[config.mk]
export PLATFORM = sky130hd
export DESIGN_NAME = mdu_top
export DESIGN_NICKNAME = d
export VERILOG_FILES = /design/src/design/mdu_pkg.sv /design/src/design/mdu_div_if.sv /design/src/design/mdu_ctrl.sv /design/src/design/mdu_credit_counter.sv /design/src/design/mdu_dispatch.sv /design/src/design/mdu_multiplier.sv /design/src/design/mdu_divider.sv /design/src/design/mdu_top.sv
export VERILOG_INCLUDE_DIRS = /design/src /design/src/include
export SDC_FILE = /design/constraint.sdc
export NUM_CORES = 2
export LEC_CHECK = 0
export BUFFER_PORTS_ARGS = -buffer_cell sky130_fd_sc_hd__buf_2
export CORE_UTILIZATION = 50
export DETAILED_ROUTE_END_ITERATION = 10
export PLACE_DENSITY = 0.65
export SLEW_MARGIN = 10
export SYNTH_ARGS = -nofsm -noshare
export SYNTH_HDL_FRONTEND = slang
export SYNTH_SLANG_ARGS = --single-unit
[constraint.sdc]
create_clock -name clk -period 11.95 [get_ports clk]
set_input_delay 2.39 -clock clk [delete_from_list [all_inputs] [get_ports clk]]
set_output_delay 2.39 -clock clk [all_outputs]
set_load 0.1 [all_outputs]
[src/include/mdu_defs.svh]
// widths are fixed by RV32, so changing MDU_XLEN alone does not resize the datapath correctly
`ifndef MDU_DEFS_SVH
`define MDU_DEFS_SVH

// data word width
`define MDU_XLEN 32

// one restoring step per bit of the 33-bit extended magnitude
`define MDU_DIV_STEPS 33

// free slots the consumer grants right after reset
`define MDU_RSP_CREDITS 2

`endif

[src/design/mdu_pkg.sv]
// opcode values follow the RV32M funct3 order, so bit 2 marks the divide group
package mdu_pkg;

    // M-extension operations in funct3 order
    typedef enum logic [2:0] {
        op_mul    = 3'd0,
        op_mulh   = 3'd1,
        op_mulhsu = 3'd2,
        op_mulhu  = 3'd3,
        op_div    = 3'd4,
        op_divu   = 3'd5,
        op_rem    = 3'd6,
        op_remu   = 3'd7
    } mdu_op_e;

    // controller FSM
    typedef enum logic [1:0] {
        st_idle,
        st_mul_wait,
        st_div_wait,
        st_hold
    } mdu_state_e;

endpackage

[src/design/mdu_div_if.sv]
// results are only valid from done until the next start pulse
`timescale 1ns/1ns
`include "mdu_defs.svh"

interface mdu_div_if (input logic clk);
    logic                   start;
    logic                   done;
    // 33-bit extended operands
    logic [`MDU_XLEN:0]     a;
    logic [`MDU_XLEN:0]     b;
    logic                   is_signed;
    logic [`MDU_XLEN-1:0]   quotient;
    logic [`MDU_XLEN-1:0]   remainder;

    modport ctrl (output start, input done);
    modport dispatch (output a, b, is_signed, input quotient, remainder);
    modport divider (input clk, start, a, b, is_signed, output done, quotient, remainder);
endinterface

[src/design/mdu_ctrl.sv]
// one operation in flight at a time; a new request is only legal after req_credit
`timescale 1ns/1ns

module mdu_ctrl
    import mdu_pkg::*;
(
    input  logic        clk,
    input  logic        rst_n,
    input  logic        req_valid,
    input  logic        is_div,
    input  logic        mul_done,
    input  logic        has_credit,
    output logic        req_credit,
    output logic        load_req,
    output logic        load_rsp,
    output logic        mul_start,
    output logic        rsp_valid,
    mdu_div_if.ctrl     div
);

    mdu_state_e state_q, state_d;
    // request registered last cycle and unit start pending
    logic launch_q;
    // initial credit grant in the second cycle after reset release
    logic started_q;
    logic init_grant_q;

    assign load_req   = (state_q == st_idle) && !launch_q && req_valid;
    // opcode is registered by now, so is_div is valid
    assign mul_start  = launch_q && !is_div;
    assign div.start  = launch_q && is_div;
    assign load_rsp   = ((state_q == st_mul_wait) && mul_done)
                      || ((state_q == st_div_wait) && div.done);
    // response leaves as soon as the consumer has a slot
    assign rsp_valid  = (state_q == st_hold) && has_credit;
    // each response frees the single request slot
    assign req_credit = init_grant_q || rsp_valid;

    always_comb begin
        state_d = state_q;
        case (state_q)
            st_idle: begin
                if (launch_q) begin
                    state_d = is_div ? st_div_wait : st_mul_wait;
                end
            end
            st_mul_wait: if (mul_done) state_d = st_hold;
            st_div_wait: if (div.done) state_d = st_hold;
            st_hold:     if (has_credit) state_d = st_idle;
            default:     state_d = st_idle;
        endcase
    end

    always_ff @(posedge clk or negedge rst_n) begin
        if (!rst_n) begin
            state_q      <= st_idle;
            launch_q     <= 1'b0;
            started_q    <= 1'b0;
            init_grant_q <= 1'b0;
        end else begin
            state_q      <= state_d;
            launch_q     <= load_req;
            started_q    <= 1'b1;
            init_grant_q <= !started_q;
        end
    end

    // producer must respect the single request credit
    a_req_in_idle: assert property (@(posedge clk) disable iff (!rst_n)
        req_valid |-> (state_q == st_idle) && !launch_q);
    // units only finish what this FSM started
    a_mul_done_wait: assert property (@(posedge clk) disable iff (!rst_n)
        mul_done |-> state_q == st_mul_wait);
    a_div_done_wait: assert property (@(posedge clk) disable iff (!rst_n)
        div.done |-> state_q == st_div_wait);

endmodule

[src/design/mdu_credit_counter.sv]
// assumes the consumer never returns more slots than it granted at reset
`timescale 1ns/1ns
`include "mdu_defs.svh"

module mdu_credit_counter (
    input  logic clk,
    input  logic rst_n,
    input  logic take,
    input  logic give,
    output logic has_credit
);

    localparam int CW = $clog2(`MDU_RSP_CREDITS + 1);

    logic [CW-1:0] cnt_q;

    assign has_credit = (cnt_q != '0);

    always_ff @(posedge clk or negedge rst_n) begin
        if (!rst_n) begin
            cnt_q <= CW'(`MDU_RSP_CREDITS);
        end else if (take && !give) begin
            cnt_q <= cnt_q - 1'b1;
        end else if (give && !take) begin
            cnt_q <= cnt_q + 1'b1;
        end
    end

    // response issued with no free consumer slot
    a_no_take_at_zero: assert property (@(posedge clk) disable iff (!rst_n)
        take |-> cnt_q != '0);
    // consumer returned a slot it never gave
    a_no_overflow: assert property (@(posedge clk) disable iff (!rst_n)
        (give && !take) |-> cnt_q < CW'(`MDU_RSP_CREDITS));

endmodule

[src/design/mdu_dispatch.sv]
// rsp_data holds the last result until the next load_rsp, so it stays frozen during hold
`timescale 1ns/1ns
`include "mdu_defs.svh"

module mdu_dispatch
    import mdu_pkg::*;
(
    input  logic                      clk,
    input  logic                      rst_n,
    input  logic                      load_req,
    input  logic                      load_rsp,
    input  mdu_op_e                   req_op,
    input  logic [`MDU_XLEN-1:0]      req_s1,
    input  logic [`MDU_XLEN-1:0]      req_s2,
    input  logic [2*`MDU_XLEN+1:0]    product,
    output logic                      is_div,
    output logic [`MDU_XLEN:0]        mul_a,
    output logic [`MDU_XLEN:0]        mul_b,
    output logic [`MDU_XLEN-1:0]      rsp_data,
    mdu_div_if.dispatch               div
);

    mdu_op_e              op_q;
    logic [`MDU_XLEN-1:0] s1_q;
    logic [`MDU_XLEN-1:0] s2_q;
    logic                 sext_1;
    logic                 sext_2;
    logic [`MDU_XLEN:0]   ext_1;
    logic [`MDU_XLEN:0]   ext_2;

    always_ff @(posedge clk or negedge rst_n) begin
        if (!rst_n) begin
            op_q <= op_mul;
        end else if (load_req) begin
            op_q <= req_op;
        end
    end

    always_ff @(posedge clk) begin
        if (load_req) begin
            s1_q <= req_s1;
            s2_q <= req_s2;
        end
    end

    assign is_div = op_q[2];

    // sign rule per opcode; mulhsu treats s2 as unsigned
    assign sext_1 = (op_q == op_mul) || (op_q == op_mulh) || (op_q == op_mulhsu)
                 || (op_q == op_div) || (op_q == op_rem);
    assign sext_2 = (op_q == op_mul) || (op_q == op_mulh)
                 || (op_q == op_div) || (op_q == op_rem);
    assign ext_1  = {sext_1 & s1_q[`MDU_XLEN-1], s1_q};
    assign ext_2  = {sext_2 & s2_q[`MDU_XLEN-1], s2_q};

    // both units see the same extended operands
    assign mul_a         = ext_1;
    assign mul_b         = ext_2;
    assign div.a         = ext_1;
    assign div.b         = ext_2;
    assign div.is_signed = (op_q == op_div) || (op_q == op_rem);

    always_ff @(posedge clk) begin
        if (load_rsp) begin
            case (op_q)
                op_mul:             rsp_data <= product[`MDU_XLEN-1:0];
                op_div, op_divu:    rsp_data <= div.quotient;
                op_rem, op_remu:    rsp_data <= div.remainder;
                // mulh, mulhsu, mulhu
                default:            rsp_data <= product[2*`MDU_XLEN-1:`MDU_XLEN];
            endcase
        end
    end

endmodule

[src/design/mdu_multiplier.sv]
// fixed two-cycle latency from mul_start to mul_done without stall
`timescale 1ns/1ns
`include "mdu_defs.svh"

module mdu_multiplier (
    input  logic                      clk,
    input  logic                      rst_n,
    input  logic                      mul_start,
    input  logic [`MDU_XLEN:0]        mul_a,
    input  logic [`MDU_XLEN:0]        mul_b,
    output logic [2*`MDU_XLEN+1:0]    product,
    output logic                      mul_done
);

    logic [2*`MDU_XLEN+1:0] prod_s1;
    logic                   vld_s1;

    // valid bits follow the data through both stages
    always_ff @(posedge clk or negedge rst_n) begin
        if (!rst_n) begin
            vld_s1   <= 1'b0;
            mul_done <= 1'b0;
        end else begin
            vld_s1   <= mul_start;
            mul_done <= vld_s1;
        end
    end

    // stage 1 does the 33x33 signed multiply
    // stage 2 is a retiming register
    always_ff @(posedge clk) begin
        prod_s1 <= $signed(mul_a) * $signed(mul_b);
        product <= prod_s1;
    end

endmodule

[src/design/mdu_divider.sv]
// fixed latency of MDU_DIV_STEPS+1 cycles from start to done without early out
`timescale 1ns/1ns
`include "mdu_defs.svh"

module mdu_divider (
    input  logic        clk,
    input  logic        rst_n,
    mdu_div_if.divider  div
);

    localparam int W     = `MDU_XLEN + 1;
    localparam int CNT_W = $clog2(`MDU_DIV_STEPS);

    logic                 busy_q;
    logic                 done_q;
    logic [CNT_W-1:0]     cnt_q;
    // partial remainder with the quotient shifting in behind the dividend
    logic [W-1:0]         rem_q;
    logic [W-1:0]         quo_q;
    logic [W-1:0]         dvs_q;
    logic [`MDU_XLEN-1:0] dvd_q;
    logic                 neg_quo_q;
    logic                 neg_rem_q;
    logic                 zero_q;
    logic                 a_neg;
    logic                 b_neg;
    logic [W-1:0]         a_mag;
    logic [W-1:0]         b_mag;
    logic [W:0]           rem_sh;
    logic [W:0]           diff;
    logic [W-1:0]         quo_fix;
    logic [W-1:0]         rem_fix;

    assign a_neg = div.is_signed & div.a[W-1];
    assign b_neg = div.is_signed & div.b[W-1];
    // most negative 32-bit value still fits as a 33-bit magnitude
    assign a_mag = a_neg ? -div.a : div.a;
    assign b_mag = b_neg ? -div.b : div.b;

    // one restoring step
    assign rem_sh = {rem_q, quo_q[W-1]};
    assign diff   = rem_sh - {1'b0, dvs_q};

    always_ff @(posedge clk or negedge rst_n) begin
        if (!rst_n) begin
            busy_q <= 1'b0;
            done_q <= 1'b0;
            cnt_q  <= '0;
        end else begin
            done_q <= 1'b0;
            if (div.start) begin
                busy_q <= 1'b1;
                cnt_q  <= '0;
            end else if (busy_q) begin
                cnt_q <= cnt_q + 1'b1;
                if (cnt_q == CNT_W'(`MDU_DIV_STEPS - 1)) begin
                    busy_q <= 1'b0;
                    done_q <= 1'b1;
                end
            end
        end
    end

    always_ff @(posedge clk) begin
        if (div.start) begin
            rem_q     <= '0;
            quo_q     <= a_mag;
            dvs_q     <= b_mag;
            dvd_q     <= div.a[`MDU_XLEN-1:0];
            neg_quo_q <= a_neg ^ b_neg;
            neg_rem_q <= a_neg;
            zero_q    <= (div.b == '0);
        end else if (busy_q) begin
            // diff sign bit set means the trial subtract failed
            if (!diff[W]) begin
                rem_q <= diff[W-1:0];
                quo_q <= {quo_q[W-2:0], 1'b1};
            end else begin
                rem_q <= rem_sh[W-1:0];
                quo_q <= {quo_q[W-2:0], 1'b0};
            end
        end
    end

    // truncating division gives the remainder the dividend sign
    assign quo_fix = neg_quo_q ? -quo_q : quo_q;
    assign rem_fix = neg_rem_q ? -rem_q : rem_q;

    // RISC-V divide by zero results
    assign div.quotient  = zero_q ? '1 : quo_fix[`MDU_XLEN-1:0];
    assign div.remainder = zero_q ? dvd_q : rem_fix[`MDU_XLEN-1:0];
    assign div.done      = done_q;

    // controller may only start an idle divider
    a_no_start_busy: assert property (@(posedge div.clk) disable iff (!rst_n)
        div.start |-> !busy_q);

endmodule

[src/design/mdu_top.sv]
// producer holds at most one request credit; consumer grants MDU_RSP_CREDITS at reset
`timescale 1ns/1ns
`include "mdu_defs.svh"

module mdu_top
    import mdu_pkg::*;
(
    input  logic                  clk,
    input  logic                  rst_n,
    input  logic                  req_valid,
    input  mdu_op_e               req_op,
    input  logic [`MDU_XLEN-1:0]  req_s1,
    input  logic [`MDU_XLEN-1:0]  req_s2,
    input  logic                  rsp_credit,
    output logic                  req_credit,
    output logic                  rsp_valid,
    output logic [`MDU_XLEN-1:0]  rsp_data
);

    logic                   load_req;
    logic                   load_rsp;
    logic                   is_div;
    logic                   has_credit;
    logic                   mul_start;
    logic                   mul_done;
    logic [`MDU_XLEN:0]     mul_a;
    logic [`MDU_XLEN:0]     mul_b;
    logic [2*`MDU_XLEN+1:0] product;

    // divider handshake bus
    mdu_div_if div_bus (.clk(clk));

    mdu_ctrl ctrl_i (
        .clk        (clk),
        .rst_n      (rst_n),
        .req_valid  (req_valid),
        .is_div     (is_div),
        .mul_done   (mul_done),
        .has_credit (has_credit),
        .req_credit (req_credit),
        .load_req   (load_req),
        .load_rsp   (load_rsp),
        .mul_start  (mul_start),
        .rsp_valid  (rsp_valid),
        .div        (div_bus.ctrl)
    );

    // rsp_valid spends a slot, rsp_credit returns one
    mdu_credit_counter credit_i (
        .clk        (clk),
        .rst_n      (rst_n),
        .take       (rsp_valid),
        .give       (rsp_credit),
        .has_credit (has_credit)
    );

    mdu_dispatch dispatch_i (
        .clk        (clk),
        .rst_n      (rst_n),
        .load_req   (load_req),
        .load_rsp   (load_rsp),
        .req_op     (req_op),
        .req_s1     (req_s1),
        .req_s2     (req_s2),
        .product    (product),
        .is_div     (is_div),
        .mul_a      (mul_a),
        .mul_b      (mul_b),
        .rsp_data   (rsp_data),
        .div        (div_bus.dispatch)
    );

    mdu_multiplier mul_i (
        .clk        (clk),
        .rst_n      (rst_n),
        .mul_start  (mul_start),
        .mul_a      (mul_a),
        .mul_b      (mul_b),
        .product    (product),
        .mul_done   (mul_done)
    );

    mdu_divider div_i (
        .clk        (clk),
        .rst_n      (rst_n),
        .div        (div_bus.divider)
    );

endmodule

Word-level counts from Yosys, hierarchy flattened
Cells that the tools add are included.
{"block": "totals", "inputBits": 71, "n_memories": 0, "word_cells": 110, "register_bits": 378, "latch_bits": 0, "ramBits": 0, "out_inout_bits": 34, "romBits": 0}
{"block": "op_classes", "magnitude_cmp": 0, "n_bitwise": 5, "add_sub_neg": 8, "n_shift": 0, "mul": 1, "mux": 27, "n_div": 0, "reduce_logical": 32, "eq_ne": 14}
{"operator": "33-bit 2-to-1 mux", "n": 5}
{"operator": "32-bit 2-to-1 mux", "n": 4}
{"operator": "32-bit one-hot mux with 3 select lines", "n": 1}
{"operator": "33-bit negation", "n": 2}
{"operator": "33-bit by 33-bit multiplier with 64-bit output", "n": 1}
{"operator": "32-bit negation", "n": 2}
{"operator": "34-bit by 33-bit subtractor with 34-bit output", "n": 1}
{"operator": "33-bit logical NOT", "n": 1}
{"operator": "2-bit 2-to-1 mux", "n": 7}
{"operator": "3-bit == test, second input constant", "n": 4}
{"operator": "6-bit 2-to-1 mux", "n": 2}
{"operator": "1-bit logical AND", "n": 9}
{"operator": "1-bit logical OR", "n": 9}
{"operator": "2-bit by 1-bit != test with 1-bit output, second input constant", "n": 4}
{"operator": "2-bit one-hot mux with 4 select lines", "n": 1}
{"operator": "1-bit 2-to-1 mux", "n": 7}
{"operator": "6-bit by 1-bit adder with 6-bit output, second input constant", "n": 1}
{"operator": "6-bit == test, second input constant", "n": 1}
{"operator": "2-bit nonzero test", "n": 3}
{"operator": "1-bit logical NOT", "n": 5}
{"operator": "1-bit bitwise AND", "n": 4}
{"operator": "2-bit == test, second input constant", "n": 2}
{"operator": "4-bit AND reduction", "n": 1}
{"operator": "2-bit OR reduction", "n": 2}
{"operator": "8 further kinds", "n": 8}

Depth between registers and ports, before layout
{"block": "logic_depth", "depth_word": 9, "ltp_mapped": 32, "depth_no_buf": 29}

Modules after synthesis
Synthesis repeated with hierarchy kept, for this count alone.
{"block": "hier_totals", "hier_cells": 5847, "area_unflattened_um2": 56726.9}
{"module": "mdu_multiplier", "cells_each": 4344, "n_inst": 1, "area_each_um2": 41616.2, "seq_area_each_um2": 2692.6}
{"module": "mdu_divider", "cells_each": 1174, "n_inst": 1, "area_each_um2": 10192.3, "seq_area_each_um2": 3893.7}
{"module": "mdu_dispatch", "cells_each": 290, "n_inst": 1, "area_each_um2": 4486.8, "seq_area_each_um2": 2957.8}
{"module": "mdu_ctrl", "cells_each": 30, "n_inst": 1, "area_each_um2": 327.8, "seq_area_each_um2": 125.1}
{"module": "mdu_credit_counter", "cells_each": 9, "n_inst": 1, "area_each_um2": 103.8, "seq_area_each_um2": 51.3}

Worst setup path after synthesis
Ideal clock, no wire load.
{"block": "synth_timing", "path_type": "reg-to-reg", "start": "reg dispatch_i.op_q[1]", "end": "reg mul_i.prod_s1[59]", "path_slack_ps": 3465, "setup_ps": 119, "arrival_time_ps": 8366, "period_less_slack_ps": 8485, "path_stages_with_launch": 30, "path_cell_list": "dfrtp_1 > buf_6 > o21ai_0 > and2_1 > clkbuf_1 > clkbuf_1 > nand2_1 > fa_1 > fa_1 > inv_1 > fa_1 > inv_1 > fa_1 > buf_2 > xor2_1 > xnor2_1 > fa_1 > fa_1 > inv_1 > fa_1 > inv_1 > ha_1 > a21o_1 > a21o_1 > a221o_1 > a31oi_1 > o31ai_1 > a2111oi_0 > or2_2 > xnor2_1"}
{"block": "synth_via", "elab_chain_cells": 7, "word_cells_on_any_way": 14, "classes_between": "1 x mul; 4 x eq/ne; 2 x bitwise; 7 x reduce/logical"}
{"item": "from (decl)", "line_no": "mdu_dispatch.sv:23", "source": "mdu_op_e op_q;"}
{"item": "from (signal assigned)", "line_no": "mdu_dispatch.sv:33", "source": "op_q <= op_mul;"}
{"item": "from (signal assigned)", "line_no": "mdu_dispatch.sv:35", "source": "op_q <= req_op;"}
{"item": "3-bit by 1-bit == test with 1-bit output / 3-bit logical NOT (equally long branches)", "line_no": "mdu_dispatch.sv:49, mdu_dispatch.sv:51"}
{"item": "1-bit logical OR", "line_no": "mdu_dispatch.sv:49, mdu_dispatch.sv:51"}
{"item": "1-bit logical OR", "line_no": "mdu_dispatch.sv:49", "source": "assign sext_1 = (op_q == op_mul) || (op_q == op_mulh) || (op_q == op_mulhsu)"}
{"item": "1-bit logical OR (2 in series)", "line_no": "mdu_dispatch.sv:50", "source": "|| (op_q == op_div) || (op_q == op_rem);"}
{"item": "1-bit bitwise AND", "line_no": "mdu_dispatch.sv:53", "source": "assign ext_1 = {sext_1 & s1_q[`MDU_XLEN-1], s1_q};"}
{"item": "33-bit by 33-bit multiplier with 64-bit output (*)", "line_no": "mdu_multiplier.sv:32", "source": "prod_s1 <= $signed(mul_a) * $signed(mul_b);"}
{"item": "to (signal assigned)", "line_no": "mdu_multiplier.sv:32"}
{"item": "to (decl)", "line_no": "mdu_multiplier.sv:15", "source": "logic [2*`MDU_XLEN+1:0] prod_s1;"}
Mark *: on every way between the ends. The rest lies on a longest branch, timed or not.
A chain may end at the register's enable or synchronous reset.

Final worst setup path
Ends and elaborated chain as after synthesis.

==> run summary <==
run status = finished, final reports clean
# setup viols final = 0
Buffers & Inverters on Critical Path = 7
Final HPWL DP = 116,000 um
Post-Synthesis Cells = 5,770
Syn Std Cell Area = 54,700 um2
worst hold path startpoint = mul_i.prod_s1[41]
vias in the first global route = 41,800
I/O pin cnt = 105
post-route minimum period = 9.85 ns
Setup Buffers After CTS = 0
synthesized flop and latch total = 378
sequential area share after synthesis = 17.6%
Net Count, Synth = 7,215
critical path arrival = 10.39 ns
Clk pin slew, worst setup/hold paths = 0.06 ns
Core Footprint = 108,000 um2
Port Buffers = 104
Clock Tree Buf Depth = 3
H-tree Lvls = 2
final non-filler cell total = 7,127
chip width = 333 um
most common cell after layout, fill and taps aside = inv_1
setup tns final = 0 ns
met3 wire length = 12,700 um
FFs w/ async S/R, synth = 5.29%
final hold vios = 0
routed wire length = 154,000 um
Die Height = 333 um
Worst Skew = 0.0358 ns
post-CTS resize count = 0
RSZ-0062 raised after global routing = no
Crit-path slowest cell = fa_1
Core Util, Final = 53.7%
Reg area = 9640 um2
row cnt = 120
largest net degree at the start of global routing = 95
Synth Area per Inst = 9.48 um2
worst-path maximum fanout = 28
post-synthesis cell type count = 81
max_slew headroom = 18.1%
TritonRoute pass-1 iters = 6
HP Class = flip-flop to flip-flop
first-pass GRT wire length = 245,000 um
CP endpoint kind = flip-flop
die area = 111,000 um2
Vias = 39,400
Critical path origin = dispatch_i.op_q[1]
WP data required = 12.49 ns
area of the multi-input gates = 39,200 um2
YS warnings = 0
CTS Buf Count = 44
TritonCTS clock tree = yes
commonest non-fill, non-tap cells in the layout = 1,235 x inv_1, 1,103 x fa_1, 892 x nand2_1
WL met2 = 71,800 um
grt ovf = 0
Slew Viols, Final = 0
Final period util = 82.4%
dpl cells = 7,043
# clock sinks = 378
Avg Vias per Cell = 5.53
Initial Util = 50.8%
Root Driver = clkbuf_16
gpl congestion = 0.964
crit path kind = flip-flop to flip-flop
Residual DRC = 0
Fmax = 0.102 GHz
overall routing resource usage = 29.0%
cts hold-fix bufs = 0
synthesis-to-layout area growth = 5.84%
Setup WS post-layout = 2.10 ns
Main synth FF type = edfxtp_1
M1 WL = 63,300 um
antenna-violating nets left = 0
DP Worst Slack = 2.22 ns
routed len/inst = 21.6 um
number of flops mapped to enable cells by yosys = 197
uppermost layer routed = met5
initial drt markers = 3,077
maxcap violations = 0
crit-path most repeated cell = fa_1
R2R Path Start = dispatch_i.op_q[1]
slowest stage delay, CP = 0.94 ns
# nets final = 7,131
crit-path leading delay family = adder cells
fillers = 9,691
initial antenna violation count = 7
worst-skew pair later-pin latency = 0.64 ns
CP Launch Type = flip-flop
Slew @ Worst Pin = 1.23 ns
proportion of layout cells with a drive suffix above 1 = 5.42%
## final timing paths
path,to,cells after the start,slack [ns]
worst min-delay path,mul_i.product[41],0,0.31
max in group asynchronous,div_i.busy_q,1,9.83
worst max register to register,mul_i.prod_s1[59],28,2.10
worst min register to register,mul_i.product[41],0,0.31
min in group asynchronous,div_i.cnt_q[2],1,1.74
worst max-delay path,mul_i.prod_s1[59],28,2.10
## flip-flops by register name (all words and copies together) (netlist names), 6 cells and up
signal               count
div_i.quo_q             33
mul_i.product           64
div_i.rem_q             33
div_i.dvs_q             33
dispatch_i.s2_q         32
dispatch_i.rsp_data     32
dispatch_i.s1_q         32
mul_i.prod_s1           64
div_i.dvd_q             32
div_i.cnt_q              6
## logic make-up (layout without fill, tap and decap cells)
family / Yosys count / after routing / synth area share, %
other: 1 / 3 / 0.00685
AOI/OAI and AO/OA: 579 / 579 / 6.76
and+or+nand+nor: 1562 / 1562 / 13.2
buffers and inverters: 1564 / 1516 / 10.8
adders and majority gates: 1374 / 1374 / 46.6
DFF: 378 / 378 / 17.6
muxes: 44 / 44 / 0.807
xor gates and xnor gates: 268 / 268 / 4.29
## metrics by stage
step / hold WS (ns) / cell area [um2]
after CTS: 0.323 / 57900
after global routing: 0.321 / 57900
after detailed placement: 0.312 / 56400
after global placement: 0.310 / 56400
final: 0.313 / 57900
after floorplan: 0.310 / 54700
## cells in the mapped netlist (all sizes together) (24+ instances only)
cell    number  area share [%]
a21o        49            0.67
a21oi      157             1.4
and2       296             3.4
buf         56            0.47
clkbuf     269             1.8
dfxtp      161             5.9
edfxtp     197              11
fa        1103              40
ha         271             6.2
inv       1236             8.5
mux2i       43            0.79
nand2      893             6.1
nand3       30            0.28
nor2       152             1.0
nor3        26            0.24
o21ai      158             1.4
o31ai       33            0.48
or3         24            0.29
xnor2      177             2.8
xor2        91             1.5
## worst reg2reg max path: cells and delay by family, from the launching register on
kind / cells / cell delay (ns)
fa+ha+maj: 8 / 4.63
buf+inv: 7 / 1.31
compound gates: 7 / 1.67
simple gates: 3 / 0.57
xor+xnor: 3 / 1.22
flops: 1 / 0.36
## layer usage
| layer | up-vias | global-route usage [%] |
|---|---|---|
| met5 | - | 0 |
| met4 | 2 | 11.0 |
| met3 | 314 | 5.01 |
| met2 | 1577 | 46.8 |
| met1 | 20200 | 39.0 |
| li1 | 17200 | - |
## area by class of cell
type                    count  share of cell area, %
inverters                1239                   8.03
repair buffers            195                   2.08
clock inverters            26                  0.449
diodes                      2                0.00864
multi-input cells        3828                   67.6
well taps                1403                   3.03
flip-flops and latches    378                   16.6
clock buffers              56                   2.10
Power is not shown: default switching activity piles up to over one toggle a cycle in this logic, so the estimate is an artifact.
